--- config.mk ---
export PLATFORM = sky130hd
export DESIGN_NAME = video_out_top
export DESIGN_NICKNAME = d
export VERILOG_FILES = /design/src/logic/video_out_pkg.sv /design/src/logic/osd_mixer.sv /design/src/logic/ypbpr_csc.sv /design/src/logic/analog_sync_encoder.sv /design/src/logic/video_out_top.sv
export SDC_FILE = /design/constraint.sdc
export NUM_CORES = 1
export LEC_CHECK = 0
export ABC_AREA = 1
export BUFFER_PORTS_ARGS = -buffer_cell sky130_fd_sc_hd__buf_2
export CORE_AREA = 2 2 127 252
export DETAILED_ROUTE_END_ITERATION = 12
export DIE_AREA = 0 0 129 254
export GPL_ROUTABILITY_DRIVEN = 0
export MAX_ROUTING_LAYER = met4
export PLACE_DENSITY = 0.77
export REMOVE_ABC_BUFFERS = 1
export SLEW_MARGIN = 20
export SYNTH_ARGS = -nofsm -noshare
export SYNTH_HDL_FRONTEND = slang
export SYNTH_HIERARCHICAL = 1
export SYNTH_SLANG_ARGS = --single-unit
export TNS_END_PERCENT = 30
--- constraint.sdc ---
create_clock -name pclk_out -period 4.6 [get_ports pclk_out]
set_input_delay 1.38 -clock pclk_out [delete_from_list [all_inputs] [get_ports pclk_out]]
set_output_delay 1.38 -clock pclk_out [all_outputs]
set_load 0.02 [all_outputs]
--- src/logic/video_out_pkg.sv ---
// Shared video output definitions: pixel and analog structs, mode enums,
// OSD palette and RGB to YPbPr coefficients
package video_out_pkg;

    typedef logic [7:0] color_t;

    typedef struct packed {
        color_t r;
        color_t g;
        color_t b;
        logic   hsync;
        logic   vsync;
        logic   de;
    } video_pixel_t;

    typedef enum logic [1:0] {
        OSD_BLACK  = 2'd0,
        OSD_BLUE   = 2'd1,
        OSD_YELLOW = 2'd2,
        OSD_WHITE  = 2'd3
    } osd_color_t;

    // Indexed by osd_color_t, entry 0 is the rightmost
    localparam logic [3:0][23:0] OSD_PALETTE = {
        24'hffffff,
        24'hffff00,
        24'h0000ff,
        24'h000000
    };

    typedef enum logic [1:0] {
        EXP_SEL_OFF       = 2'd0,
        EXP_SEL_EXTRA_OUT = 2'd1,
        EXP_SEL_LEGACY_IN = 2'd2,
        EXP_SEL_UVC_BDG   = 2'd3
    } exp_sel_t;

    typedef enum logic [1:0] {
        EXTRA_OUT_RGBHV = 2'd0,
        EXTRA_OUT_RGBCS = 2'd1,
        EXTRA_OUT_RGSB  = 2'd2,
        EXTRA_OUT_YPBPR = 2'd3
    } extra_out_mode_t;

    typedef struct packed {
        color_t r;
        color_t g;
        color_t b;
        logic   hs;
        logic   vs;
        logic   blank_n;
        logic   sync_n;
    } analog_out_t;

    // BT.601 full range, 1/256 units
    localparam int CSC_Y_R  = 77;
    localparam int CSC_Y_G  = 150;
    localparam int CSC_Y_B  = 29;
    localparam int CSC_PB_R = -43;
    localparam int CSC_PB_G = -85;
    localparam int CSC_PB_B = 128;
    localparam int CSC_PR_R = 128;
    localparam int CSC_PR_G = -107;
    localparam int CSC_PR_B = -21;
    localparam int CSC_OFFSET = 128;

endpackage

--- src/logic/osd_mixer.sv ---
// OSD colour substitution stage followed by the HDMI transmitter output register
`timescale 1ns/100ps

module osd_mixer #(
    parameter bit TX_LSB_ZERO = 1'b0
) (
    input  logic                      clk_i,
    input  logic                      rst_n_i,
    input  video_out_pkg::video_pixel_t pixel_i,
    input  logic                      osd_enable_i,
    input  video_out_pkg::osd_color_t osd_color_i,
    output video_out_pkg::video_pixel_t mixed_o,
    output video_out_pkg::video_pixel_t hdmi_pixel_o
);

    logic [23:0]                 osd_rgb;
    video_out_pkg::video_pixel_t mix_q;
    video_out_pkg::video_pixel_t tx_q;

    assign osd_rgb = video_out_pkg::OSD_PALETTE[osd_color_i];

    // Stage 1: palette colour replaces the picture, syncs and DE pass through
    always_ff @(posedge clk_i or negedge rst_n_i) begin
        if (!rst_n_i) begin
            mix_q <= '0;
        end else begin
            if (osd_enable_i) begin
                {mix_q.r, mix_q.g, mix_q.b} <= osd_rgb;
            end else begin
                mix_q.r <= pixel_i.r;
                mix_q.g <= pixel_i.g;
                mix_q.b <= pixel_i.b;
            end
            mix_q.hsync <= pixel_i.hsync;
            mix_q.vsync <= pixel_i.vsync;
            mix_q.de    <= pixel_i.de;
        end
    end

    // Stage 2: HDMI transmitter register
    always_ff @(posedge clk_i or negedge rst_n_i) begin
        if (!rst_n_i) begin
            tx_q <= '0;
        end else begin
            tx_q      <= mix_q;
            // Red LSB line has crosstalk on some boards
            tx_q.r[0] <= TX_LSB_ZERO ? 1'b0 : mix_q.r[0];
        end
    end

    assign mixed_o      = mix_q;
    assign hdmi_pixel_o = tx_q;

    a_osd_palette: assert property (
        @(posedge clk_i) disable iff (!rst_n_i)
        osd_enable_i |=> ({mixed_o.r, mixed_o.g, mixed_o.b} ==
                          video_out_pkg::OSD_PALETTE[$past(osd_color_i)])
    ) else $error("osd_mixer: OSD pixel differs from its palette entry");

endmodule

--- src/logic/ypbpr_csc.sv ---
// RGB to YPbPr converter, two pipeline stages with matched sync delay
`timescale 1ns/100ps

module ypbpr_csc (
    input  logic                            clk_i,
    input  logic                            rst_n_i,
    input  video_out_pkg::video_pixel_t     pixel_i,
    input  video_out_pkg::exp_sel_t         exp_sel_i,
    input  video_out_pkg::extra_out_mode_t  extra_out_mode_i,
    output video_out_pkg::video_pixel_t     pixel_o
);

    typedef logic signed [17:0] product_t;
    typedef logic signed [19:0] acc_t;

    // Rows Y, Pb, Pr and columns R, G, B
    localparam int COEF [3][3] = '{
        '{video_out_pkg::CSC_Y_R,  video_out_pkg::CSC_Y_G,  video_out_pkg::CSC_Y_B},
        '{video_out_pkg::CSC_PB_R, video_out_pkg::CSC_PB_G, video_out_pkg::CSC_PB_B},
        '{video_out_pkg::CSC_PR_R, video_out_pkg::CSC_PR_G, video_out_pkg::CSC_PR_B}
    };

    logic                        csc_en;
    logic                        en_q;
    video_out_pkg::video_pixel_t pix_q;
    product_t                    prod_q [3][3];
    acc_t                        y_full;
    acc_t                        pb_full;
    acc_t                        pr_full;
    video_out_pkg::video_pixel_t out_q;

    function automatic product_t mult(input video_out_pkg::color_t c, input int coef);
        int p;
        p = int'(c) * coef;
        return product_t'(p);
    endfunction

    // Row sum scaled back by 256 with floor, then offset
    function automatic acc_t row_sum(input product_t p0, input product_t p1,
                                     input product_t p2, input int offset);
        acc_t sum;
        sum = acc_t'(p0) + acc_t'(p1) + acc_t'(p2);
        return (sum >>> 8) + acc_t'(offset);
    endfunction

    function automatic video_out_pkg::color_t clamp8(input acc_t val);
        video_out_pkg::color_t res;
        if (val < 0) begin
            res = 8'h00;
        end else if (val > 255) begin
            res = 8'hff;
        end else begin
            res = val[7:0];
        end
        return res;
    endfunction

    assign csc_en = (exp_sel_i == video_out_pkg::EXP_SEL_EXTRA_OUT) &&
                    (extra_out_mode_i == video_out_pkg::EXTRA_OUT_YPBPR);

    // Stage 1: products
    always_ff @(posedge clk_i or negedge rst_n_i) begin
        if (!rst_n_i) begin
            en_q  <= 1'b0;
            pix_q <= '0;
            for (int row = 0; row < 3; row++) begin
                for (int col = 0; col < 3; col++) begin
                    prod_q[row][col] <= '0;
                end
            end
        end else begin
            en_q  <= csc_en;
            pix_q <= pixel_i;
            for (int row = 0; row < 3; row++) begin
                prod_q[row][0] <= mult(pixel_i.r, COEF[row][0]);
                prod_q[row][1] <= mult(pixel_i.g, COEF[row][1]);
                prod_q[row][2] <= mult(pixel_i.b, COEF[row][2]);
            end
        end
    end

    assign y_full  = row_sum(prod_q[0][0], prod_q[0][1], prod_q[0][2], 0);
    assign pb_full = row_sum(prod_q[1][0], prod_q[1][1], prod_q[1][2],
                             video_out_pkg::CSC_OFFSET);
    assign pr_full = row_sum(prod_q[2][0], prod_q[2][1], prod_q[2][2],
                             video_out_pkg::CSC_OFFSET);

    // Stage 2: sums and clamp, G carries Y
    always_ff @(posedge clk_i or negedge rst_n_i) begin
        if (!rst_n_i) begin
            out_q <= '0;
        end else begin
            if (en_q) begin
                out_q.r <= clamp8(pr_full);
                out_q.g <= clamp8(y_full);
                out_q.b <= clamp8(pb_full);
            end else begin
                out_q.r <= pix_q.r;
                out_q.g <= pix_q.g;
                out_q.b <= pix_q.b;
            end
            out_q.hsync <= pix_q.hsync;
            out_q.vsync <= pix_q.vsync;
            out_q.de    <= pix_q.de;
        end
    end

    assign pixel_o = out_q;

    // Y coefficients sum to 256, so luma never needs clamping
    a_y_in_range: assert property (
        @(posedge clk_i) disable iff (!rst_n_i)
        en_q |-> (y_full >= 0 && y_full <= 255)
    ) else $error("ypbpr_csc: Y out of range %0d", y_full);

endmodule

--- src/logic/analog_sync_encoder.sv ---
// Sync format encoder and output enable for the expansion-port video DAC
`timescale 1ns/100ps

module analog_sync_encoder (
    input  logic                            clk_i,
    input  logic                            rst_n_i,
    input  video_out_pkg::video_pixel_t     pixel_i,
    input  video_out_pkg::exp_sel_t         exp_sel_i,
    input  video_out_pkg::extra_out_mode_t  extra_out_mode_i,
    output video_out_pkg::analog_out_t      analog_o,
    output logic                            vga_oe_o
);

    logic                       out_en;
    logic                       csync;
    video_out_pkg::analog_out_t enc;
    video_out_pkg::analog_out_t pre_q;
    video_out_pkg::analog_out_t analog_q;
    logic                       oe_q;

    assign out_en = (exp_sel_i == video_out_pkg::EXP_SEL_EXTRA_OUT);

    // Composite sync, active low
    assign csync = ~(pixel_i.hsync ^ pixel_i.vsync);

    always_comb begin
        enc.r = pixel_i.r;
        enc.g = pixel_i.g;
        enc.b = pixel_i.b;
        case (extra_out_mode_i)
            video_out_pkg::EXTRA_OUT_RGBHV: begin
                enc.hs      = pixel_i.hsync;
                enc.vs      = pixel_i.vsync;
                enc.blank_n = pixel_i.de;
                enc.sync_n  = 1'b0;
            end
            video_out_pkg::EXTRA_OUT_RGBCS: begin
                enc.hs      = csync;
                enc.vs      = 1'b1;
                enc.blank_n = pixel_i.de;
                enc.sync_n  = 1'b0;
            end
            video_out_pkg::EXTRA_OUT_RGSB: begin
                enc.hs      = csync;
                enc.vs      = 1'b1;
                enc.blank_n = pixel_i.de;
                enc.sync_n  = csync;
            end
            default: begin
                // YPbPr: sync on Y, DAC blanking not used
                enc.hs      = csync;
                enc.vs      = 1'b1;
                enc.blank_n = 1'b1;
                enc.sync_n  = csync;
            end
        endcase
    end

    // Both stages hold while the port is not an output
    always_ff @(posedge clk_i or negedge rst_n_i) begin
        if (!rst_n_i) begin
            pre_q    <= '0;
            analog_q <= '0;
        end else if (out_en) begin
            pre_q    <= enc;
            analog_q <= pre_q;
        end
    end

    always_ff @(posedge clk_i or negedge rst_n_i) begin
        if (!rst_n_i) begin
            oe_q <= 1'b0;
        end else begin
            oe_q <= out_en;
        end
    end

    assign analog_o = analog_q;
    assign vga_oe_o = oe_q;

    a_hold_when_off: assert property (
        @(posedge clk_i) disable iff (!rst_n_i)
        !$past(out_en) |-> $stable(analog_o)
    ) else $error("analog_sync_encoder: output moved while port disabled");

endmodule

--- src/logic/video_out_top.sv ---
// Output pipeline top: OSD mixer, YPbPr converter and analog sync encoder
`timescale 1ns/100ps

module video_out_top #(
    parameter bit TX_LSB_ZERO = 1'b0
) (
    input  logic                            pclk_out,
    input  logic                            po_reset_n,
    input  video_out_pkg::video_pixel_t     pixel_i,
    input  logic                            osd_enable_i,
    input  video_out_pkg::osd_color_t       osd_color_i,
    input  video_out_pkg::exp_sel_t         exp_sel_i,
    input  video_out_pkg::extra_out_mode_t  extra_out_mode_i,
    output video_out_pkg::video_pixel_t     hdmi_pixel_o,
    output video_out_pkg::analog_out_t      analog_o,
    output logic                            vga_oe_o
);

    video_out_pkg::video_pixel_t mixed;
    video_out_pkg::video_pixel_t csc_pixel;

    osd_mixer #(
        .TX_LSB_ZERO (TX_LSB_ZERO)
    ) u_osd_mixer (
        .clk_i        (pclk_out),
        .rst_n_i      (po_reset_n),
        .pixel_i      (pixel_i),
        .osd_enable_i (osd_enable_i),
        .osd_color_i  (osd_color_i),
        .mixed_o      (mixed),
        .hdmi_pixel_o (hdmi_pixel_o)
    );

    // Analog branch taps the mixed stream before the HDMI register
    ypbpr_csc u_ypbpr_csc (
        .clk_i            (pclk_out),
        .rst_n_i          (po_reset_n),
        .pixel_i          (mixed),
        .exp_sel_i        (exp_sel_i),
        .extra_out_mode_i (extra_out_mode_i),
        .pixel_o          (csc_pixel)
    );

    analog_sync_encoder u_analog_sync_encoder (
        .clk_i            (pclk_out),
        .rst_n_i          (po_reset_n),
        .pixel_i          (csc_pixel),
        .exp_sel_i        (exp_sel_i),
        .extra_out_mode_i (extra_out_mode_i),
        .analog_o         (analog_o),
        .vga_oe_o         (vga_oe_o)
    );

endmodule

==> impl_metrics.sql, run 1 <==
INSERT INTO impl_metrics (metric_group, metric, value, unit) VALUES
('outcome', 'status', 'complete, no violations', ''),
('routing', 'antenna_violating_nets_post_route', '0', ''),
('critical_path', 'worstPathMaxFanout', '7', ''),
('floorplanning', 'placeable_core_region', '0.0309', 'mm2'),
('critical_path', 'worst_ep_arrival_time', '4.75', 'ns'),
('cts', 'cts-buffers-inserted', '25', ''),
('cts', 'cts-resized-gates', '0', ''),
('routing', 'drt_first_iter_violations', '567', ''),
('synthesis', 'syn_area_per_cell', '9.60', 'um2'),
('routing', 'route.final.wire_length', '42300', 'um'),
('power_and_ir_drop', 'total_power', '0.0147', 'W'),
('synthesis', 'yosys_synthesis_warning_count', '6', ''),
('synthesis', 'ys_async_rst_share', '100', '%'),
('routing', 'vias', '13100', ''),
('floorplanning', 'std_cell_rows', '91', ''),
('timing', 'final.setup_skew', '0.0159', 'ns'),
('finish', 'layout.cells.non_filler', '2448', ''),
('min_path', 'hold_depth', '0', ''),
('floorplanning', 'die_w', '129', 'um'),
('min_path', 'hold_path_class', 'reg -> reg', ''),
('floorplanning', 'ioPinCount', '92', ''),
('critical_path', 'critical-path-slowest-cell', 'sky130_fd_sc_hd__fa_1', ''),
('global_routing', 'grt_pass1_vias', '13900', ''),
('timing', 'finalMaxSlewViolations', '0', ''),
('synthesis', 'postSynthRegisterBits', '260', ''),
('cts', 'clock-sinks', '260', ''),
('global_routing', 'gr-total-overflow', '0', ''),
('floorplanning', 'die_area', '0.0328', 'mm2'),
('min_path', 'min-delay-start', 'u_ypbpr_csc/pix_q[1]', ''),
('timing', 'rsz0062_at_grt', 'no', ''),
('timing', 'shortest_clock_period_the_worst_path_allows_after_layout', '4.31', 'ns'),
('timing', 'fin_worst_hold_slack', '0.354', 'ns'),
('synthesis', 'yosysTopAreaCell', 'sky130_fd_sc_hd__dfrtp_1', ''),
('timing', 'timing.fmax', '232', 'MHz'),
('synthesis', 'most_area_consuming_cells_after_synthesis', 'sky130_fd_sc_hd__dfrtp_1, sky130_fd_sc_hd__ha_1, sky130_fd_sc_hd__fa_1, sky130_fd_sc_hd__nand2_1, sky130_fd_sc_hd__inv_1', ''),
('critical_path', 'required', '5.04', 'ns'),
('global_routing', 'wire_length_of_the_first_global_routing_pass', '68600', 'um'),
('critical_path', 'worst_setup_path_start_kind', 'flip-flop', ''),
('synthesis', 'number_of_enable_flip_flop_cells_after_synthesis', '0', ''),
('floorplanning', 'initial_core_util', '58.9', '%'),
('critical_path', 'crit_path_max_incr_delay', '0.52', 'ns'),
('critical_path', 'critical-path-top-delay-family', 'adder cells', ''),
('finish', 'post_route_cells_drive_above_1_share', '8.72', '%'),
('cts', 'cts-hold-fix-buffers', '0', ''),
('synthesis', 'list_of_most_frequent_post_synthesis_cells', 'sky130_fd_sc_hd__nand2_1, sky130_fd_sc_hd__inv_1, sky130_fd_sc_hd__ha_1', ''),
('cts', 'post_cts.repair.setup_buffers', '0', ''),
('routing', 'drc', '0', ''),
('place', 'numPlacedInstances', '2401', ''),
('synthesis', 'postSynth.topFlopCell', 'sky130_fd_sc_hd__dfrtp_1', ''),
('power_and_ir_drop', 'total_leakage_power', '11.1', 'nW'),
('finish', 'num-nets-final', '2473', ''),
('synthesis', 'netlist.area_leader.share', '35.8', '%'),
('place', 'numPortBuffers', '91', ''),
('place', 'detailedPlacementHpwl', '33500', 'um'),
('finish', 'antennaDiodeCount', '0', ''),
('routing', 'vias_per_cell', '5.35', ''),
('global_routing', 'grt_antenna_before_repair', '0', ''),
('critical_path', 'worstSetupStartpoint', 'u_osd_mixer/mixed_o[15]', ''),
('floorplanning', 'chip_height', '254', 'um'),
('global_routing', 'grtUsageTotal', '27.9', '%'),
('cts', 'clk_pin_slew_worst_paths', '0.07', 'ns'),
('critical_path', 'end_kind', 'flip-flop', ''),
('cts', 'clock_path_buffers', '3', ''),
('critical_path', 'critical_path.endpoint', 'u_ypbpr_csc/prod_q[87]', ''),
('synthesis', 'synth_sequential_area_ratio', '35.8', '%'),
('cts', 'clkLatencyLatePin', '0.55', 'ns'),
('synthesis', 'synthesized_netlist_cell_count', '1893', ''),
('routing', 'wl_per_cell', '17.3', 'um'),
('timing', 'worst_pin_slew', '1.00', 'ns'),
('power_and_ir_drop', 'power.density_cell_area', '732', 'mW/mm2'),
('timing', 'totalNegativeSetupSlack', '0', 'ns');
-- cells in the final DEF (no fill, tap or decap), types with 2 or more instances in the layout --
cell type,count
sky130_fd_sc_hd__buf_12,2
sky130_fd_sc_hd__xnor2_1,16
sky130_fd_sc_hd__bufinv_16,5
sky130_fd_sc_hd__clkbuf_16,25
sky130_fd_sc_hd__o21ai_1,17
sky130_fd_sc_hd__a21oi_1,97
sky130_fd_sc_hd__o22a_1,7
sky130_fd_sc_hd__a31oi_1,6
sky130_fd_sc_hd__nand3_1,60
sky130_fd_sc_hd__a21oi_4,2
sky130_fd_sc_hd__clkbuf_8,2
sky130_fd_sc_hd__nor3_1,5
sky130_fd_sc_hd__clkinvlp_4,3
sky130_fd_sc_hd__fa_1,97
sky130_fd_sc_hd__clkinv_2,2
sky130_fd_sc_hd__xor2_1,68
sky130_fd_sc_hd__a21o_2,2
sky130_fd_sc_hd__dfrtp_1,260
sky130_fd_sc_hd__inv_6,5
sky130_fd_sc_hd__inv_1,330
sky130_fd_sc_hd__ha_1,329
sky130_fd_sc_hd__o21ai_0,59
sky130_fd_sc_hd__buf_4,15
sky130_fd_sc_hd__o21bai_1,8
sky130_fd_sc_hd__nor2_1,74
sky130_fd_sc_hd__a21boi_1,2
sky130_fd_sc_hd__nand2_1,385
sky130_fd_sc_hd__a21o_1,7
sky130_fd_sc_hd__a21boi_0,3
sky130_fd_sc_hd__nand4_1,11
sky130_fd_sc_hd__inv_2,3
sky130_fd_sc_hd__buf_2,90
sky130_fd_sc_hd__clkinv_4,3
sky130_fd_sc_hd__nand2_2,10
-- cell families after synthesis --
logic type                 after synthesis  synth area share, %
and+or+nand+nor                        553                 12.3
adders and majority gates              426                 33.3
buffers and inverters                  352                 7.70
DFF                                    260                 35.8
AOI/OAI and AO/OA                      218                 6.79
xor gates and xnor gates                84                 4.05
-- worst register-to-register path: cells and delay by family, from the launching register on --
kind	cells	cell delay, ns
fa+ha+maj	5	2.18
compound gates	5	0.87
flops	1	0.51
simple gates	4	0.31
buf+inv	3	0.19
xor+xnor	1	0.14
-- per-layer routing --
layer	GRT usage [%]	share of wire [%]
met5	-	0
met4	18.6	8.1
met3	2.63	3.2
met2	51.4	55
met1	27.2	34
-- area by class of cell --
cell class,instances,area [um2],share of cell area (%)
timing repair buffer,109,646,3.21
tap,418,523,2.60
inverter,334,1250,6.23
sequential,260,6510,32.3
multi-input combinational,1281,10300,51.1
clock buffer,28,657,3.27
clock inverter,18,253,1.26
-- per-stage QoR --
step / area (um2) / worst slack, ns / util [%]
2_1_floorplan: 18000 / 0.594 / -
3_3_place_gp: 19200 / 0.563 / 62.2
3_5_place_dp: 19200 / 0.423 / 62.2
4_1_cts: 20100 / 0.394 / 65.1
5_1_grt: 20100 / 0.00243 / 65.2
6_report: 20100 / 0.287 / 65.2
-- where the power goes --
part | internal (W) | total [W] | switching (W)
Combinational | 0.00338 | 0.00913 | 0.00575
Sequential | 0.00288 | 0.00331 | 0.000436
Clock | 0.00133 | 0.00228 | 0.000952
Total | 0.00759 | 0.0147 | 0.00714
-- how the worst min path moves through the flow --
stage | end
floorplan | u_ypbpr_csc/pixel_o[0]
global placement | u_ypbpr_csc/pixel_o[1]
detailed placement | u_ypbpr_csc/pixel_o[1]
CTS | u_ypbpr_csc/pixel_o[1]
global route | u_ypbpr_csc/pixel_o[1]
finish | u_ypbpr_csc/pixel_o[1]
-- sequential cells by signal (all words and copies together) (netlist names) --
name and cells:
u_ypbpr_csc/prod_q 112, u_analog_sync_encoder/analog_o 28, u_analog_sync_encoder/pre_q 28, u_osd_mixer/hdmi_pixel_o 27
u_osd_mixer/mixed_o 27, u_ypbpr_csc/pixel_o 27, u_ypbpr_csc/pix_q 9, u_analog_sync_encoder/vga_oe_o 1
u_ypbpr_csc/en_q 1
No activity file was read; power rests on OpenSTA's default activity.
==> inputs of run 2 (changes only) <==
- CELL_PAD_IN_SITES_DETAIL_PLACEMENT: unset -> 0
- CELL_PAD_IN_SITES_GLOBAL_PLACEMENT: unset -> 1
- CORE_AREA: 2 2 127 252 -> 2 2 224 171
- DIE_AREA: 0 0 129 254 -> 0 0 226 173
- PLACE_DENSITY: 0.77 -> 0.81
- clock period: 4.6 -> 4.55 ns (I/O delays scaled with it)
==> impl_metrics.sql, run 2 (synthesis results as in run 1) <==
INSERT INTO impl_metrics (metric_group, metric, value, unit) VALUES
('routing', 'vias_per_cell', '4.95', ''),
('place', 'numPortBuffers', '91', ''),
('routing', 'wl_per_cell', '16.0', 'um'),
('timing', 'rsz0062_at_grt', 'no', ''),
('global_routing', 'grtUsageTotal', '22.6', '%'),
('routing', 'vias', '12500', ''),
('place', 'detailedPlacementHpwl', '32500', 'um'),
('finish', 'post_layout_instance_area', '0.0202', 'mm2'),
('routing', 'detailedRoute.firstPassIterationCount', '5', ''),
('cts', 'cts-resized-gates', '0', ''),
('power_and_ir_drop', 'power.density_cell_area', '712', 'mW/mm2'),
('floorplanning', 'chip_height', '173', 'um'),
('cts', 'clk_pin_slew_worst_paths', '0.06', 'ns'),
('finish', 'antennaDiodeCount', '0', ''),
('cts', 'clock_path_buffers', '3', ''),
('floorplanning', 'initial_core_util', '49.5', '%'),
('global_routing', 'grt_pass1_vias', '12900', ''),
('routing', 'antenna_violating_nets_post_route', '0', ''),
('floorplanning', 'placeable_core_region', '0.0367', 'mm2'),
('cts', 'cts_root_buffer', 'sky130_fd_sc_hd__clkbuf_16', ''),
('cts', 'cts-hold-fix-buffers', '0', ''),
('critical_path', 'end_kind', 'flip-flop', ''),
('cts', 'clock-sinks', '260', ''),
('cts', 'cts-buffers-inserted', '27', ''),
('place', 'detailed_place.area', '0.0193', 'mm2'),
('place', 'numPlacedInstances', '2487', ''),
('timing', 'remaining_max_slew_budget_at_the_tightest_pin', '31.1', '%'),
('finish', 'largest_register', 'u_ypbpr_csc/prod_q', ''),
('critical_path', 'worst_ep_arrival_time', '4.73', 'ns'),
('finish', 'num-nets-final', '2474', ''),
('routing', 'drc', '0', ''),
('finish', 'areaGrowthSynthToFinish', '11.1', '%'),
('timing', 'fin_worst_hold_slack', '0.352', 'ns'),
('floorplanning', 'die_area', '0.0391', 'mm2'),
('cts', 'clkLatencyLatePin', '0.55', 'ns'),
('global_routing', 'gr-total-overflow', '0', ''),
('finish', 'mostFrequentLayoutCells', 'sky130_fd_sc_hd__nand2_1, sky130_fd_sc_hd__inv_1, sky130_fd_sc_hd__ha_1', ''),
('global_routing', 'wire_length_of_the_first_global_routing_pass', '67400', 'um'),
('critical_path', 'required', '4.99', 'ns'),
('cts', 'post_cts.repair.setup_buffers', '0', ''),
('floorplanning', 'die_w', '226', 'um'),
('min_path', 'hold_path_class', 'reg -> reg', ''),
('power_and_ir_drop', 'vdd_ir_max', '0.389', 'mV'),
('timing', 'setup_viol', '0', ''),
('outcome', 'status', 'complete, no violations', ''),
('critical_path', 'path_class', 'reg -> reg', ''),
('finish', 'final_common_cell', 'sky130_fd_sc_hd__nand2_1', ''),
('floorplanning', 'ioPinCount', '92', ''),
('finish', 'utilization', '55.0', '%'),
('global_routing', 'grt_antenna_before_repair', '1', ''),
('timing', 'final.setup_skew', '0.0137', 'ns'),
('timing', 'worst_pin_slew', '1.03', 'ns'),
('finish', 'largest_register_ffs', '112', ''),
('timing', 'finalMaxSlewViolations', '0', ''),
('run', 'drv.max_cap_violation_count', '0', ''),
('timing', 'totalNegativeSetupSlack', '0', 'ns'),
('timing', 'final.period_utilization', '94.3', '%'),
('finish', 'post_route_cells_drive_above_1_share', '8.57', '%'),
('finish', 'layout.cells.non_filler', '2535', ''),
('timing', 'hold_viol', '0', ''),
('routing', 'route.final.wire_length', '40500', 'um'),
('floorplanning', 'std_cell_rows', '61', ''),
('power_and_ir_drop', 'total_leakage_power', '11.1', 'nW'),
('global_routing', 'grt_max_degree', '105', ''),
('routing', 'drt_first_iter_violations', '804', ''),
('timing', 'timing.fmax', '233', 'MHz'),
('cts', 'htree_levels', '1', ''),
('critical_path', 'worst_setup_path_start_kind', 'flip-flop', ''),
('cts', 'cts_tree', 'yes', ''),
('critical_path', 'worstPathMaxFanout', '11', ''),
('timing', 'shortest_clock_period_the_worst_path_allows_after_layout', '4.29', 'ns');
run 2: changes by cell type in the layout (fill, tap and decap cells not counted):
cell / before / now
sky130_fd_sc_hd__bufinv_16: 5 / 3
sky130_fd_sc_hd__clkinv_2: 2 / 5
sky130_fd_sc_hd__clkinvlp_4: 3 / 1
sky130_fd_sc_hd__buf_16: 1 / 0
sky130_fd_sc_hd__clkinv_4: 3 / 4
sky130_fd_sc_hd__clkbuf_1: 1 / 5
sky130_fd_sc_hd__buf_12: 2 / 3
sky130_fd_sc_hd__clkbuf_16: 25 / 27
sky130_fd_sc_hd__buf_4: 15 / 14
sky130_fd_sc_hd__inv_6: 5 / 1
run 2: worst paths after layout:
kind	start	endpoint	slack, ns	depth (start not counted)
max	u_osd_mixer/mixed_o[15]	u_ypbpr_csc/prod_q[87]	0.26	18
min	u_ypbpr_csc/pix_q[1]	u_ypbpr_csc/pixel_o[1]	0.35	0
max reg2reg	u_osd_mixer/mixed_o[15]	u_ypbpr_csc/prod_q[87]	0.26	18
min reg2reg	u_ypbpr_csc/pix_q[1]	u_ypbpr_csc/pixel_o[1]	0.35	0
max in group asynchronous	po_reset_n	u_ypbpr_csc/prod_q[140]	2.77	2
min in group asynchronous	po_reset_n	u_osd_mixer/hdmi_pixel_o[4]	0.86	1
run 2: power by group:
group | internal [W] | switching, W | leakage, nW
combinational | 0.00340 | 0.00541 | 7.58
clock | 0.00130 | 0.000938 | 0.436
sequential | 0.00291 | 0.000426 | 3.11
total | 0.00760 | 0.00677 | 11.1
run 2: per-stage QoR:
stage | power [W] | setup WS [ns]
floorplan | 0.00993 | 0.544
global placement | 0.0119 | 0.370
detailed placement | 0.0121 | 0.297
CTS | 0.0144 | 0.289
global route | 0.0159 | 0.000234
finish | 0.0144 | 0.259
run 2: layout make-up:
| cell class | instances | area, um2 |
|---|---|---|
| Tap cell | 504 | 631 |
| Clock inverter | 14 | 166 |
| Fill cell | 3323 | 16500 |
| Inverter | 334 | 1250 |
| Multi-Input combinational cell | 1281 | 10300 |
| Timing Repair Buffer | 108 | 631 |
| Clock buffer | 34 | 722 |
| Sequential cell | 260 | 6510 |
run 2: metal layers:
layer  GRT usage [%]  wire (um)
met3            3.82       2050
met1            33.3      20500
met4            3.31        578
met2            33.2      17400
met5               -          0
run 2: worst max-delay path: stages (launching register included):
cell and delay, ns:
sky130_fd_sc_hd__dfrtp_1 0.63, sky130_fd_sc_hd__ha_1 0.31, sky130_fd_sc_hd__inv_1 0.08, sky130_fd_sc_hd__fa_1 0.47
sky130_fd_sc_hd__fa_1 0.49, sky130_fd_sc_hd__inv_1 0.06, sky130_fd_sc_hd__fa_1 0.47, sky130_fd_sc_hd__ha_1 0.38
sky130_fd_sc_hd__a21oi_1 0.20, sky130_fd_sc_hd__o21ai_0 0.10, sky130_fd_sc_hd__a21oi_1 0.21, sky130_fd_sc_hd__nor2_1 0.06
sky130_fd_sc_hd__o21ai_0 0.15, sky130_fd_sc_hd__nand2_1 0.09, sky130_fd_sc_hd__nand2_1 0.07, sky130_fd_sc_hd__inv_1 0.05
sky130_fd_sc_hd__o21ai_0 0.14, sky130_fd_sc_hd__nand2_1 0.08, sky130_fd_sc_hd__xor2_1 0.14
==> inputs of run 3 (changes only) <==
- clock period: 4.55 -> 4 ns (I/O delays scaled with it)
==> impl_metrics.sql, run 3 (synthesis results as in run 1) <==
INSERT INTO impl_metrics (metric_group, metric, value, unit) VALUES
('power_and_ir_drop', 'total_leakage_power', '11.3', 'nW'),
('finish', 'largest_register', 'u_ypbpr_csc/prod_q', ''),
('routing', 'detailedRoute.firstPassIterationCount', '4', ''),
('floorplanning', 'die_w', '226', 'um'),
('routing', 'drc', '0', ''),
('floorplanning', 'placeable_core_region', '0.0367', 'mm2'),
('critical_path', 'worst_ep_arrival_time', '4.36', 'ns'),
('finish', 'post_layout_instance_area', '0.0206', 'mm2'),
('run', 'drv.max_cap_violation_count', '0', ''),
('cts', 'clk_pin_slew_worst_paths', '0.07', 'ns'),
('cts', 'cts_tree', 'yes', ''),
('floorplanning', 'ioPinCount', '92', ''),
('routing', 'vias', '12800', ''),
('timing', 'final.setup_skew', '0.0212', 'ns'),
('global_routing', 'grtUsageTotal', '22.2', '%'),
('global_routing', 'grt_antenna_before_repair', '2', ''),
('place', 'numPortBuffers', '91', ''),
('finish', 'areaGrowthSynthToFinish', '13.6', '%'),
('finish', 'antennaDiodeCount', '0', ''),
('timing', 'shortest_clock_period_the_worst_path_allows_after_layout', '3.87', 'ns'),
('critical_path', 'required', '4.50', 'ns'),
('critical_path', 'critical_path_cell_sequence', 'inv_1, ha_1, inv_1, ha_1, inv_1, fa_1, inv_1, fa_1, ha_1, a21oi_1, o21ai_1, a21boi_2, o21ai_2, a21boi_2, o21ai_1, a21oi_1, xor2_1', ''),
('finish', 'post_route_cells_drive_above_1_share', '11.1', '%'),
('timing', 'totalNegativeSetupSlack', '0', 'ns'),
('routing', 'drt_first_iter_violations', '690', ''),
('timing', 'final.period_utilization', '96.7', '%'),
('global_routing', 'gr-total-overflow', '0', ''),
('outcome', 'status', 'complete, no violations', ''),
('critical_path', 'worst-path-buf-inv', '4', ''),
('cts', 'clkLatencyLatePin', '0.57', 'ns'),
('critical_path', 'worst_setup_path_start_kind', 'flip-flop', ''),
('finish', 'largest_register_ffs', '112', ''),
('routing', 'route.final.wire_length', '40100', 'um'),
('critical_path', 'crit_path_max_incr_delay', '0.50', 'ns'),
('floorplanning', 'std_cell_rows', '61', ''),
('finish', 'num-nets-final', '2503', ''),
('critical_path', 'worstPathMaxFanout', '5', ''),
('cts', 'clock-sinks', '260', ''),
('global_routing', 'grt_max_degree', '86', ''),
('global_routing', 'wire_length_of_the_first_global_routing_pass', '66600', 'um'),
('floorplanning', 'initial_core_util', '49.5', '%'),
('cts', 'cts_root_buffer', 'sky130_fd_sc_hd__clkbuf_16', ''),
('routing', 'vias_per_cell', '4.98', ''),
('cts', 'cts-buffers-inserted', '28', ''),
('place', 'detailedPlacementHpwl', '32200', 'um'),
('finish', 'mostFrequentLayoutCells', 'sky130_fd_sc_hd__nand2_1, sky130_fd_sc_hd__inv_1, sky130_fd_sc_hd__ha_1', ''),
('critical_path', 'critical-path-slowest-cell', 'sky130_fd_sc_hd__fa_1', ''),
('power_and_ir_drop', 'power.density_cell_area', '808', 'mW/mm2'),
('routing', 'wl_per_cell', '15.6', 'um'),
('timing', 'setup_viol', '0', ''),
('power_and_ir_drop', 'total_power', '0.0167', 'W'),
('floorplanning', 'chip_height', '173', 'um'),
('finish', 'final_common_cell', 'sky130_fd_sc_hd__nand2_1', ''),
('timing', 'hold_viol', '0', ''),
('timing', 'finalMaxSlewViolations', '0', ''),
('cts', 'htree_levels', '1', ''),
('floorplanning', 'die_area', '0.0391', 'mm2'),
('timing', 'remaining_max_slew_budget_at_the_tightest_pin', '34.5', '%'),
('critical_path', 'critical-path-top-delay-family', 'adder cells', ''),
('critical_path', 'path_class', 'reg -> reg', ''),
('min_path', 'hold_path_class', 'reg -> reg', ''),
('timing', 'rsz0062_at_grt', 'yes', ''),
('global_routing', 'grt_pass1_vias', '12800', ''),
('timing', 'worst_pin_slew', '0.979', 'ns'),
('finish', 'layout.cells.non_filler', '2565', ''),
('critical_path', 'worst_path_most_repeated_cell', 'sky130_fd_sc_hd__inv_1', ''),
('timing', 'timing.fmax', '259', 'MHz'),
('finish', 'layout.filler_cells', '3245', ''),
('cts', 'clock_path_buffers', '3', ''),
('power_and_ir_drop', 'vdd_ir_max', '0.407', 'mV'),
('routing', 'antenna_violating_nets_post_route', '0', ''),
('place', 'detailed_place.area', '0.0195', 'mm2'),
('place', 'numPlacedInstances', '2510', ''),
('critical_path', 'end_kind', 'flip-flop', '');
==> run 3: cell types whose count changed in the layout (fill, tap and decap cells not counted), moves of 5 or more <==
cell,change
sky130_fd_sc_hd__buf_4,+27
sky130_fd_sc_hd__a21oi_1,-6
sky130_fd_sc_hd__a21oi_2,+6
sky130_fd_sc_hd__ha_1,-5
sky130_fd_sc_hd__o21ai_0,-5
==> run 3: cell type report <==
cell class	count	area, um2	area share (%)
inverters	334	1250	6.07
repair buffers	136	845	4.09
clock inverters	17	265	1.29
flip-flops and latches	260	6510	31.5
multi-input cells	1281	10400	50.3
clock buffers	33	759	3.68
well taps	504	631	3.06
==> run 3: stage by stage <==
stage	hold WS, ns	util, %	setup slack [ns]
floorplan	0.331	-	-0.00589
global placement	0.336	53.0	0.0472
global route	0.361	56.2	-0.0697
CTS	0.351	55.9	0.00203
detailed placement	0.336	53.0	-0.0445
finish	0.352	56.2	0.133
==> run 3: worst register-to-register path: cells and delay by family (launching register included) <==
family / cells / cell delay (ns)
AO/OA/AOI/OAI: 7 / 1.00
XOR/XNOR: 1 / 0.15
adder cells (fa/ha/maj): 5 / 1.96
flip-flops: 1 / 0.39
buffers and inverters: 4 / 0.32
==> run 3: layer usage <==
metal,GRT usage (%),up-vias,part of all wire (%)
li1,-,6332,-
met4,3.56,0,1.5
met2,32.6,234,43
met1,32.8,6159,50
met5,-,-,0
met3,3.48,48,5.6
==> run 3: what timing repair did <==
action                                  CTS  global route
setup buffers                             0             5
hold buffers                              0             0
endpoints found under the setup margin    2            11
pin swaps                                 1             8
gates resized for setup                   3            24
==> run 3: final timing paths <==
kind                                          from                             end  slack [ns]  depth (start not counted)
min in group asynchronous               po_reset_n  u_analog_sync_encoder/pre_q[4]        0.61                          1
max in group asynchronous               po_reset_n         u_osd_mixer/mixed_o[15]        2.45                          2
hold / removal                u_ypbpr_csc/pix_q[0]          u_ypbpr_csc/pixel_o[0]        0.35                          0
hold reg to reg               u_ypbpr_csc/pix_q[0]          u_ypbpr_csc/pixel_o[0]        0.35                          0
setup / recovery           u_osd_mixer/mixed_o[13]          u_ypbpr_csc/prod_q[88]        0.13                         17
setup reg to reg           u_osd_mixer/mixed_o[13]          u_ypbpr_csc/prod_q[88]        0.13                         17
==> run 3: power breakdown <==
part           internal, W  leakage (nW)  switching, W
logic              0.00394          7.72       0.00612
registers          0.00331          3.10      0.000450
clock network      0.00175         0.496       0.00110
total              0.00900          11.3       0.00767
